File: src/include/riscv_pipe_consts.svh
`ifndef RISCV_PIPE_CONSTS_SVH
`define RISCV_PIPE_CONSTS_SVH

// datapath and register index widths
`define RP_XLEN 32
`define RP_REG_AW 5

// program counter
`define RP_RESET_PC 32'h00000000
`define RP_PC_STEP 32'd4

// addi x0, x0, 0
`define RP_NOP_INSTR 32'h00000013

// major opcodes of the supported subset
`define RP_OPC_OP 7'b0110011
`define RP_OPC_OPIMM 7'b0010011
`define RP_OPC_LUI 7'b0110111
`define RP_OPC_LOAD 7'b0000011
`define RP_OPC_STORE 7'b0100011

`endif
File: src/rtl/riscv_pipe_pkg.sv
`default_nettype none

`include "riscv_pipe_consts.svh"

package riscv_pipe_pkg;

  // ==========================================================
  // basic vectors
  // ==========================================================

  typedef logic [`RP_XLEN-1:0] word_t;
  typedef logic [`RP_REG_AW-1:0] reg_addr_t;

  // alu operations that also serve as the control word down the pipe
  typedef enum logic [3:0] {
    ALU_ADD,
    ALU_SUB,
    ALU_AND,
    ALU_OR,
    ALU_XOR,
    ALU_SLL,
    ALU_SRL,
    ALU_SRA,
    ALU_SLT,
    ALU_SLTU
  } alu_op_e;

  // ==========================================================
  // stage registers
  // ==========================================================

  typedef struct packed {
    word_t pc;
    word_t instr;
  } if_id_t;

  typedef struct packed {
    reg_addr_t rs1;
    reg_addr_t rs2;
    reg_addr_t rd;
    word_t     rdata1;
    word_t     rdata2;
    word_t     imm;
    alu_op_e   alu_op;
    logic      alu_src;
    logic      lui_sel;
    logic      reg_write;
    logic      mem_read;
    logic      mem_write;
  } id_ex_t;

  typedef struct packed {
    reg_addr_t rd;
    word_t     result;
    word_t     store_data;
    logic      reg_write;
    logic      mem_read;
    logic      mem_write;
  } ex_mem_t;

  typedef struct packed {
    reg_addr_t rd;
    word_t     result;
    logic      reg_write;
    logic      mem_read;
  } mem_wb_t;

  // writeback bus to the register file and the forwarding logic
  typedef struct packed {
    logic      we;
    reg_addr_t rd;
    word_t     data;
  } wb_t;

endpackage

`default_nettype wire

File: src/rtl/riscv_pipe_top.sv
`timescale 1ns/1ps
`default_nettype none

module riscv_pipe_top (
  input  logic                  clk,
  input  logic                  rst_i,
  output riscv_pipe_pkg::word_t imem_addr_o,
  input  riscv_pipe_pkg::word_t imem_data_i,
  output riscv_pipe_pkg::word_t dmem_addr_o,
  output riscv_pipe_pkg::word_t dmem_wdata_o,
  output logic                  dmem_we_o,
  output logic                  dmem_re_o,
  input  riscv_pipe_pkg::word_t dmem_rdata_i
);

  import riscv_pipe_pkg::*;

  if_id_t  if_id;
  id_ex_t  id_ex;
  ex_mem_t ex_mem;
  wb_t     wb;
  logic    stall;

  fetch_stage u_fetch_stage (
    .clk         (clk),
    .rst_i       (rst_i),
    .stall_i     (stall),
    .imem_addr_o (imem_addr_o),
    .imem_data_i (imem_data_i),
    .if_id_o     (if_id)
  );

  decode_stage u_decode_stage (
    .clk     (clk),
    .rst_i   (rst_i),
    .if_id_i (if_id),
    .wb_i    (wb),
    .stall_o (stall),
    .id_ex_o (id_ex)
  );

  execute_stage u_execute_stage (
    .clk      (clk),
    .rst_i    (rst_i),
    .id_ex_i  (id_ex),
    .wb_i     (wb),
    .ex_mem_o (ex_mem)
  );

  mem_wb_stage u_mem_wb_stage (
    .clk          (clk),
    .rst_i        (rst_i),
    .ex_mem_i     (ex_mem),
    .dmem_addr_o  (dmem_addr_o),
    .dmem_wdata_o (dmem_wdata_o),
    .dmem_we_o    (dmem_we_o),
    .dmem_re_o    (dmem_re_o),
    .dmem_rdata_i (dmem_rdata_i),
    .wb_o         (wb)
  );

endmodule

`default_nettype wire

File: src/rtl/mem_wb_stage.sv
`timescale 1ns/1ps
`default_nettype none

module mem_wb_stage (
  input  logic                    clk,
  input  logic                    rst_i,
  input  riscv_pipe_pkg::ex_mem_t ex_mem_i,
  output riscv_pipe_pkg::word_t   dmem_addr_o,
  output riscv_pipe_pkg::word_t   dmem_wdata_o,
  output logic                    dmem_we_o,
  output logic                    dmem_re_o,
  input  riscv_pipe_pkg::word_t   dmem_rdata_i,
  output riscv_pipe_pkg::wb_t     wb_o
);

  import riscv_pipe_pkg::*;

  mem_wb_t mem_wb_q;

  // ==========================================================
  // memory stage
  // ==========================================================

  // data port straight from the execute-memory register
  assign dmem_addr_o  = ex_mem_i.result;
  assign dmem_wdata_o = ex_mem_i.store_data;
  assign dmem_we_o    = ex_mem_i.mem_write;
  assign dmem_re_o    = ex_mem_i.mem_read;

  always_ff @(posedge clk) begin
    if (rst_i) begin
      mem_wb_q <= '0;
    end else begin
      mem_wb_q.rd        <= ex_mem_i.rd;
      mem_wb_q.result    <= ex_mem_i.result;
      mem_wb_q.reg_write <= ex_mem_i.reg_write;
      mem_wb_q.mem_read  <= ex_mem_i.mem_read;
    end
  end

  // ==========================================================
  // writeback
  // ==========================================================

  // read data arrives one cycle after the address
  assign wb_o.we   = mem_wb_q.reg_write;
  assign wb_o.rd   = mem_wb_q.rd;
  assign wb_o.data = mem_wb_q.mem_read ? dmem_rdata_i : mem_wb_q.result;

endmodule

`default_nettype wire

File: src/rtl/execute_stage.sv
`timescale 1ns/1ps
`default_nettype none

module execute_stage (
  input  logic                    clk,
  input  logic                    rst_i,
  input  riscv_pipe_pkg::id_ex_t  id_ex_i,
  input  riscv_pipe_pkg::wb_t     wb_i,
  output riscv_pipe_pkg::ex_mem_t ex_mem_o
);

  import riscv_pipe_pkg::*;

  word_t   op1;
  word_t   rs2_val;
  word_t   op2;
  word_t   alu_result;
  ex_mem_t ex_mem_d;
  ex_mem_t ex_mem_q;

  // ==========================================================
  // forwarding
  // ==========================================================

  // the memory stage has priority and a load there is covered by the stall
  function automatic word_t fwd(input reg_addr_t rs, input word_t dec_val,
                                input ex_mem_t mem, input wb_t wb);
    if (mem.reg_write && !mem.mem_read && mem.rd != '0 && mem.rd == rs) begin
      return mem.result;
    end
    if (wb.we && wb.rd != '0 && wb.rd == rs) begin
      return wb.data;
    end
    return dec_val;
  endfunction

  assign op1     = fwd(id_ex_i.rs1, id_ex_i.rdata1, ex_mem_q, wb_i);
  assign rs2_val = fwd(id_ex_i.rs2, id_ex_i.rdata2, ex_mem_q, wb_i);
  assign op2     = id_ex_i.alu_src ? id_ex_i.imm : rs2_val;

  // ==========================================================
  // alu
  // ==========================================================

  always_comb begin
    case (id_ex_i.alu_op)
      ALU_ADD:  alu_result = op1 + op2;
      ALU_SUB:  alu_result = op1 - op2;
      ALU_AND:  alu_result = op1 & op2;
      ALU_OR:   alu_result = op1 | op2;
      ALU_XOR:  alu_result = op1 ^ op2;
      ALU_SLL:  alu_result = op1 << op2[4:0];
      ALU_SRL:  alu_result = op1 >> op2[4:0];
      ALU_SRA:  alu_result = $signed(op1) >>> op2[4:0];
      ALU_SLT:  alu_result = {31'b0, $signed(op1) < $signed(op2)};
      ALU_SLTU: alu_result = {31'b0, op1 < op2};
      default:  alu_result = op1 + op2;
    endcase
  end

  // lui bypasses the alu, loads and stores use the add path
  always_comb begin
    ex_mem_d.rd         = id_ex_i.rd;
    ex_mem_d.result     = id_ex_i.lui_sel ? id_ex_i.imm : alu_result;
    ex_mem_d.store_data = rs2_val;
    ex_mem_d.reg_write  = id_ex_i.reg_write;
    ex_mem_d.mem_read   = id_ex_i.mem_read;
    ex_mem_d.mem_write  = id_ex_i.mem_write;
  end

  always_ff @(posedge clk) begin
    if (rst_i) begin
      ex_mem_q <= '0;
    end else begin
      ex_mem_q <= ex_mem_d;
    end
  end

  assign ex_mem_o = ex_mem_q;

endmodule

`default_nettype wire

File: src/rtl/decode_stage.sv
`timescale 1ns/1ps
`default_nettype none

`include "riscv_pipe_consts.svh"

module decode_stage (
  input  logic                    clk,
  input  logic                    rst_i,
  input  riscv_pipe_pkg::if_id_t  if_id_i,
  input  riscv_pipe_pkg::wb_t     wb_i,
  output logic                    stall_o,
  output riscv_pipe_pkg::id_ex_t  id_ex_o
);

  import riscv_pipe_pkg::*;

  word_t       instr;
  logic [6:0]  opcode;
  logic [2:0]  funct3;
  logic        funct7_b5;
  reg_addr_t   rs1;
  reg_addr_t   rs2;
  reg_addr_t   rd;
  word_t       rdata1;
  word_t       rdata2;
  logic        uses_rs1;
  logic        uses_rs2;
  logic        load_use;
  id_ex_t      id_ex_d;
  id_ex_t      id_ex_q;

  // ==========================================================
  // instruction fields
  // ==========================================================

  assign instr     = if_id_i.instr;
  assign opcode    = instr[6:0];
  assign rd        = instr[11:7];
  assign funct3    = instr[14:12];
  assign rs1       = instr[19:15];
  assign rs2       = instr[24:20];
  assign funct7_b5 = instr[30];

  reg_file u_reg_file (
    .clk      (clk),
    .rst_i    (rst_i),
    .raddr1_i (rs1),
    .raddr2_i (rs2),
    .rdata1_o (rdata1),
    .rdata2_o (rdata2),
    .wb_i     (wb_i)
  );

  // funct7 bit 5 only selects sub for register ops, sra for both
  function automatic alu_op_e alu_decode(input logic [2:0] f3, input logic alt,
                                         input logic is_reg);
    alu_op_e op;
    case (f3)
      3'b000:  op = (is_reg && alt) ? ALU_SUB : ALU_ADD;
      3'b001:  op = ALU_SLL;
      3'b010:  op = ALU_SLT;
      3'b011:  op = ALU_SLTU;
      3'b100:  op = ALU_XOR;
      3'b101:  op = alt ? ALU_SRA : ALU_SRL;
      3'b110:  op = ALU_OR;
      default: op = ALU_AND;
    endcase
    return op;
  endfunction

  // ==========================================================
  // control decode and immediates
  // ==========================================================

  always_comb begin
    id_ex_d        = '0;
    id_ex_d.rs1    = rs1;
    id_ex_d.rs2    = rs2;
    id_ex_d.rd     = rd;
    id_ex_d.rdata1 = rdata1;
    id_ex_d.rdata2 = rdata2;
    id_ex_d.alu_op = ALU_ADD;
    uses_rs1       = 1'b0;
    uses_rs2       = 1'b0;
    case (opcode)
      `RP_OPC_OP: begin
        id_ex_d.alu_op    = alu_decode(funct3, funct7_b5, 1'b1);
        id_ex_d.reg_write = 1'b1;
        uses_rs1          = 1'b1;
        uses_rs2          = 1'b1;
      end
      `RP_OPC_OPIMM: begin
        id_ex_d.alu_op    = alu_decode(funct3, funct7_b5, 1'b0);
        id_ex_d.imm       = {{20{instr[31]}}, instr[31:20]};
        id_ex_d.alu_src   = 1'b1;
        id_ex_d.reg_write = 1'b1;
        uses_rs1          = 1'b1;
      end
      `RP_OPC_LUI: begin
        id_ex_d.imm       = {instr[31:12], 12'b0};
        id_ex_d.lui_sel   = 1'b1;
        id_ex_d.reg_write = 1'b1;
      end
      `RP_OPC_LOAD: begin
        id_ex_d.imm       = {{20{instr[31]}}, instr[31:20]};
        id_ex_d.alu_src   = 1'b1;
        id_ex_d.reg_write = 1'b1;
        id_ex_d.mem_read  = 1'b1;
        uses_rs1          = 1'b1;
      end
      `RP_OPC_STORE: begin
        id_ex_d.imm       = {{20{instr[31]}}, instr[31:25], instr[11:7]};
        id_ex_d.alu_src   = 1'b1;
        id_ex_d.mem_write = 1'b1;
        uses_rs1          = 1'b1;
        uses_rs2          = 1'b1;
      end
      // anything else retires as a nop
      default: ;
    endcase
  end

  // load in execute feeding the instruction in decode
  assign load_use = id_ex_q.mem_read && (id_ex_q.rd != '0) &&
                    ((uses_rs1 && rs1 == id_ex_q.rd) || (uses_rs2 && rs2 == id_ex_q.rd));

  assign stall_o = load_use;

  // a stall sends a bubble and keeps the instruction in decode
  always_ff @(posedge clk) begin
    if (rst_i || load_use) begin
      id_ex_q <= '0;
    end else begin
      id_ex_q <= id_ex_d;
    end
  end

  assign id_ex_o = id_ex_q;

endmodule

`default_nettype wire

File: src/rtl/reg_file.sv
`timescale 1ns/1ps
`default_nettype none

module reg_file (
  input  logic                      clk,
  input  logic                      rst_i,
  input  riscv_pipe_pkg::reg_addr_t raddr1_i,
  input  riscv_pipe_pkg::reg_addr_t raddr2_i,
  output riscv_pipe_pkg::word_t     rdata1_o,
  output riscv_pipe_pkg::word_t     rdata2_o,
  input  riscv_pipe_pkg::wb_t       wb_i
);

  import riscv_pipe_pkg::*;

  // x0 has no storage
  word_t regs_q [1:31];

  // write-through so decode sees the value retiring this cycle
  function automatic word_t read_port(input reg_addr_t addr, input wb_t wb,
                                      input word_t stored);
    if (addr == '0) begin
      return '0;
    end
    if (wb.we && wb.rd == addr) begin
      return wb.data;
    end
    return stored;
  endfunction

  always_ff @(posedge clk) begin
    if (rst_i) begin
      for (int i = 1; i < 32; i++) begin
        regs_q[i] <= '0;
      end
    end else if (wb_i.we && wb_i.rd != '0) begin
      regs_q[wb_i.rd] <= wb_i.data;
    end
  end

  assign rdata1_o = read_port(raddr1_i, wb_i, (raddr1_i == '0) ? '0 : regs_q[raddr1_i]);
  assign rdata2_o = read_port(raddr2_i, wb_i, (raddr2_i == '0) ? '0 : regs_q[raddr2_i]);

endmodule

`default_nettype wire

File: src/rtl/fetch_stage.sv
`timescale 1ns/1ps
`default_nettype none

`include "riscv_pipe_consts.svh"

module fetch_stage (
  input  logic                    clk,
  input  logic                    rst_i,
  input  logic                    stall_i,
  output riscv_pipe_pkg::word_t   imem_addr_o,
  input  riscv_pipe_pkg::word_t   imem_data_i,
  output riscv_pipe_pkg::if_id_t  if_id_o
);

  import riscv_pipe_pkg::*;

  word_t  pc_q;
  word_t  pc_plus4;
  if_id_t if_id_q;

  assign pc_plus4    = pc_q + `RP_PC_STEP;
  assign imem_addr_o = pc_q;

  // pc holds while decode waits on a load
  always_ff @(posedge clk) begin
    if (rst_i) begin
      pc_q <= `RP_RESET_PC;
    end else if (!stall_i) begin
      pc_q <= pc_plus4;
    end
  end

  // instruction memory answers in the same cycle
  always_ff @(posedge clk) begin
    if (rst_i) begin
      if_id_q.pc    <= `RP_RESET_PC;
      if_id_q.instr <= `RP_NOP_INSTR;
    end else if (!stall_i) begin
      if_id_q.pc    <= pc_q;
      if_id_q.instr <= imem_data_i;
    end
  end

  assign if_id_o = if_id_q;

endmodule

`default_nettype wire

File: config.mk
export PLATFORM = sky130hd
export DESIGN_NAME = riscv_pipe_top
export DESIGN_NICKNAME = d
export VERILOG_FILES = /design/src/rtl/riscv_pipe_pkg.sv /design/src/rtl/riscv_pipe_top.sv /design/src/rtl/mem_wb_stage.sv /design/src/rtl/execute_stage.sv /design/src/rtl/decode_stage.sv /design/src/rtl/reg_file.sv /design/src/rtl/fetch_stage.sv
export VERILOG_INCLUDE_DIRS = /design/src /design/src/include
export SDC_FILE = /design/constraint.sdc
export NUM_CORES = 2
export LEC_CHECK = 0
export ABC_CLOCK_PERIOD_IN_PS = 7800
export BUFFER_PORTS_ARGS = -buffer_cell sky130_fd_sc_hd__buf_2
export CAP_MARGIN = 20
export CORE_UTILIZATION = 55
export DETAILED_ROUTE_END_ITERATION = 6
export PLACE_DENSITY = 0.73
export RECOVER_POWER = 50
export SLEW_MARGIN = 20
export SYNTH_ARGS = -nofsm -noshare
export SYNTH_HDL_FRONTEND = slang
export SYNTH_HIERARCHICAL = 1
export SYNTH_SLANG_ARGS = --single-unit
File: constraint.sdc
create_clock -name clk -period 7.8 [get_ports clk]
set_clock_uncertainty 0.05 [all_clocks]
set_input_delay 1.56 -clock clk [delete_from_list [all_inputs] [get_ports clk]]
set_output_delay 1.56 -clock clk [all_outputs]
set_load 0.03 [all_outputs]
==> results.txt <==
----------------------------------------------------
[Worst setup path]
  Highest net fanout along the worst path ... 36
  Worst setup path class ... flip-flop to flip-flop
  Critical Path RT ... between 8000 and 9000 ps
  Launch instance of the worst register-to-register path ... u_mem_wb_stage/mem_wb_q[0]$_SDFF_PP0_
  Reg-to-reg setup timing slack ... 390 ps
  Endpoint of the worst-slack reg-to-reg timing path ... u_execute_stage/ex_mem_o[65]$_SDFF_PP0_
  Element type at the critical path end ... flip-flop
  Launching element type of the critical path ... flip-flop
  Depth of the worst register-to-register path ... 15
  Data arrival, critical path ... 8040 ps

[STA]
  Fin crit share ... between 90% and 100%
  Peak clock frequency supported by timing ... 0.135 GHz
  Final critical delay including setup and external delays ... around 7400 ps
  Setup repair after global routing missed its margin ... false
  Number of failing setup endpoints in the final timing report ... 0
  Worst Max-Slew Pin Slew ... 3110 ps
  Min setup slack post-route ... 395 ps
  Final count of pins violating max slew ... between 1000 and 1500
  Max-slew headroom ... -107%
  Final sum of negative setup slack ... 0 ps
  Fin. Hold Viols ... 0

[Pwr]
  Worst IR Drop VDD ... around 0.00016 V
  PwrDens ... 220 nW/um^2
  Net switching fraction of the power ... 29.4%
  Proportion of power drawn by combinational gates ... 17.1%
  Internal ... between 10 and 15 mW
  Switching power summed over all nets ... about 5.4 mW
  Leak Pwr ... approximately 29 nW
  Part of the total power dissipated in sequential elements ... approximately 45%
  Clk network pwr share ... between 30% and 40%

[Placement]
  HPWL Detailed ... just under 200000 um
  Post-Place Worst Slack ... ~720 ps
  GPL Wtd Cong ... around 1.1
  Port Buffer Count ... between 150 and 200

[Run status]
  Failing checks ... capacitance limit, slew limit
  Result of the run ... finished, violations left

[GRT]
  Wire length of the first global-routing pass ... ~420000 um
  Remaining Overflow, GRT ... 0
  Initial antenna violation count ... 28
  Number of global-route vias before repair ... around 57000
  Overall Global Routing Usage ... a little over two fifths
  Largest net degree at the start of global routing ... ~110

[Die]
  Die height ... 375 um
  Initial Util ... 55.6%
  Die boundary width ... ~380 um
  Core area ... around 140000 um^2
  Placement Rows ... 136
  Top-level I/O count ... about 160
  Overall die area ... 141000 um^2

[Logic synthesis]
  Netlist Area Pre-Place ... 76700 um^2
  Average size of a mapped cell ... roughly 12 um^2
  Post-synthesis cell count ... ~6500
  Yosys warning total ... 6

[Layout]
  Commonest cells after routing, fill and taps aside ... 1024 x sky130_fd_sc_hd__edfxtp_1, 679 x sky130_fd_sc_hd__and2_1, 403 x sky130_fd_sc_hd__and2_0
  Layout fillers ... 10938
  Footprint of the flip-flops and latches ... between 30000 and 40000 um^2
  Leading cell type in the layout, fill and taps excluded ... sky130_fd_sc_hd__edfxtp_1
  Fraction of final layout cells sized beyond drive strength 1 ... between 15 and 20%
  Area of combinational cells with multiple inputs ... between 30000 and 40000 um^2
  Number of nets in the layout ... about 6600
  Area growth syn-to-layout ... 7.85%

[Clock tree]
  Clock buffer count from CTS ... ~140
  Max Root-Sink Buffers ... 3
  Clock net sink count ... roughly 1300
  Post-CTS Repair Setup Buffers ... 0
  Cell at the root of the clock tree ... sky130_fd_sc_hd__clkbuf_16
  Hold-fix buffers at CTS ... 0
  TritonCTS clock tree ... yes
  Number of levels the H-tree was split into ... 4
  Post-CTS Resized ... 0
  Clk Latency, worst-skew pair ... slightly above 800 ps
  Post-CTS clock slew at the launch and capture registers of the worst setup and hold paths ... about 70 ps

[Worst hold path]
  Hold path cells ... 2
  Min-delay worst type ... flip-flop to flip-flop
  Worst min-delay path startpoint ... u_fetch_stage/if_id_o[29]$_SDFFE_PP0N_
  End point of the most critical hold path ... u_decode_stage/id_ex_o[18]$_SDFF_PP0_

[Routing]
  Vias post-DR ... ~60000
  Number of search-and-repair iterations in the first detailed-routing pass ... 6
  Remaining design rule violation count ... 0
  Routed wirelength normalized by instance count ... ~36 um
  Number of nets with antenna violations after detailed routing ... 0
  DRC marker count from the first detailed-route iteration ... between 9000 and 10000
  DRT Wirelength ... between 300000 and 400000 um
  Via count normalized by instance count ... roughly 7.2

[Flow run]
  Max Cap Violations ... between 40 and 50

----------------------------------------------------
sequential cells by signal, indices dropped and copies added, names as in the netlist:
name,count
u_decode_stage/id_ex_o,120
u_decode_stage/u_reg_file/regs_q,1024
u_execute_stage/ex_mem_o,72
u_fetch_stage/if_id_o,32
u_fetch_stage/imem_addr_o,30
u_mem_wb_stage/mem_wb_q,33
u_mem_wb_stage/wb_o,6
layout make-up:
type | instances | area share, %
tap | 1794 | 2.71
inverter | 121 | 0.555
multi-input combinational | 4462 | 44.1
clock buffer | 198 | 4.99
antenna | 11 | 0.0333
clock inverter | 59 | 0.756
sequential | 1317 | 44.3
timing repair buffer | 355 | 2.54
worst max-delay path, stage by stage, from the launching register on:
cell and delay [ps]:
sky130_fd_sc_hd__dfxtp_1 1230, sky130_fd_sc_hd__clkbuf_1 460, sky130_fd_sc_hd__mux2_1 1240, sky130_fd_sc_hd__nand3_1 150
sky130_fd_sc_hd__a31oi_1 700, sky130_fd_sc_hd__ha_1 510, sky130_fd_sc_hd__nor3_1 260, sky130_fd_sc_hd__nand3b_1 160
sky130_fd_sc_hd__o41ai_1 1010, sky130_fd_sc_hd__o31ai_1 120, sky130_fd_sc_hd__buf_4 210, sky130_fd_sc_hd__o41ai_1 330
sky130_fd_sc_hd__nor2_1 100, sky130_fd_sc_hd__a32oi_1 210, sky130_fd_sc_hd__nor2_1 60, sky130_fd_sc_hd__o41a_1 410
power by group through the flow:
stage,Combinational [mW],Clock [mW],Sequential (mW)
6_report,3.11,6.96,8.10
5_1_grt,3.20,7.23,8.12
4_1_cts,2.99,6.97,8.09
3_5_place_dp,2.98,0,8.23
3_3_place_gp,2.98,0,8.22
2_1_floorplan,1.99,0,8.08
per-layer routing:
metal | GRT usage (%) | vias to the layer above | share of wire, %
met5 | 0 | - | 0.032
met4 | 25.2 | 14 | 7.1
met3 | 13.9 | 1161 | 14
met2 | 62.4 | 4992 | 43
met1 | 54.1 | 29380 | 35
li1 | - | 24101 | -
through the flow:
stage	util, %	hold WS, ps	std cells	area [um^2]	total power [mW]
floorplan	-	364	6578	76800	10.1
global placement	56.8	395	8049	78300	11.2
detailed placement	56.8	397	8049	78300	11.2
CTS	60.3	401	8306	83100	18.0
global route	60.0	409	8307	82700	18.5
finish	60.0	400	8317	82700	18.2
worst max path at each step:
stage | slack [ps] | to | depth (start not counted) | start
6_report | 390 | u_execute_stage/ex_mem_o[65]$_SDFF_PP0_ | 15 | u_mem_wb_stage/mem_wb_q[0]$_SDFF_PP0_
2_1_floorplan | 1650 | u_execute_stage/ex_mem_o[64]$_SDFF_PP0_ | 20 | dmem_rdata_i[2]
4_1_cts | 950 | u_execute_stage/ex_mem_o[64]$_SDFF_PP0_ | 19 | u_mem_wb_stage/wb_o[35]$_SDFF_PP0_
3_5_place_dp | 720 | u_execute_stage/ex_mem_o[65]$_SDFF_PP0_ | 21 | dmem_rdata_i[0]
3_3_place_gp | 690 | u_execute_stage/ex_mem_o[65]$_SDFF_PP0_ | 21 | dmem_rdata_i[0]
5_1_grt | 210 | u_execute_stage/ex_mem_o[64]$_SDFF_PP0_ | 16 | u_mem_wb_stage/mem_wb_q[0]$_SDFF_PP0_
No activity file was read; power rests on OpenSTA's default activity.
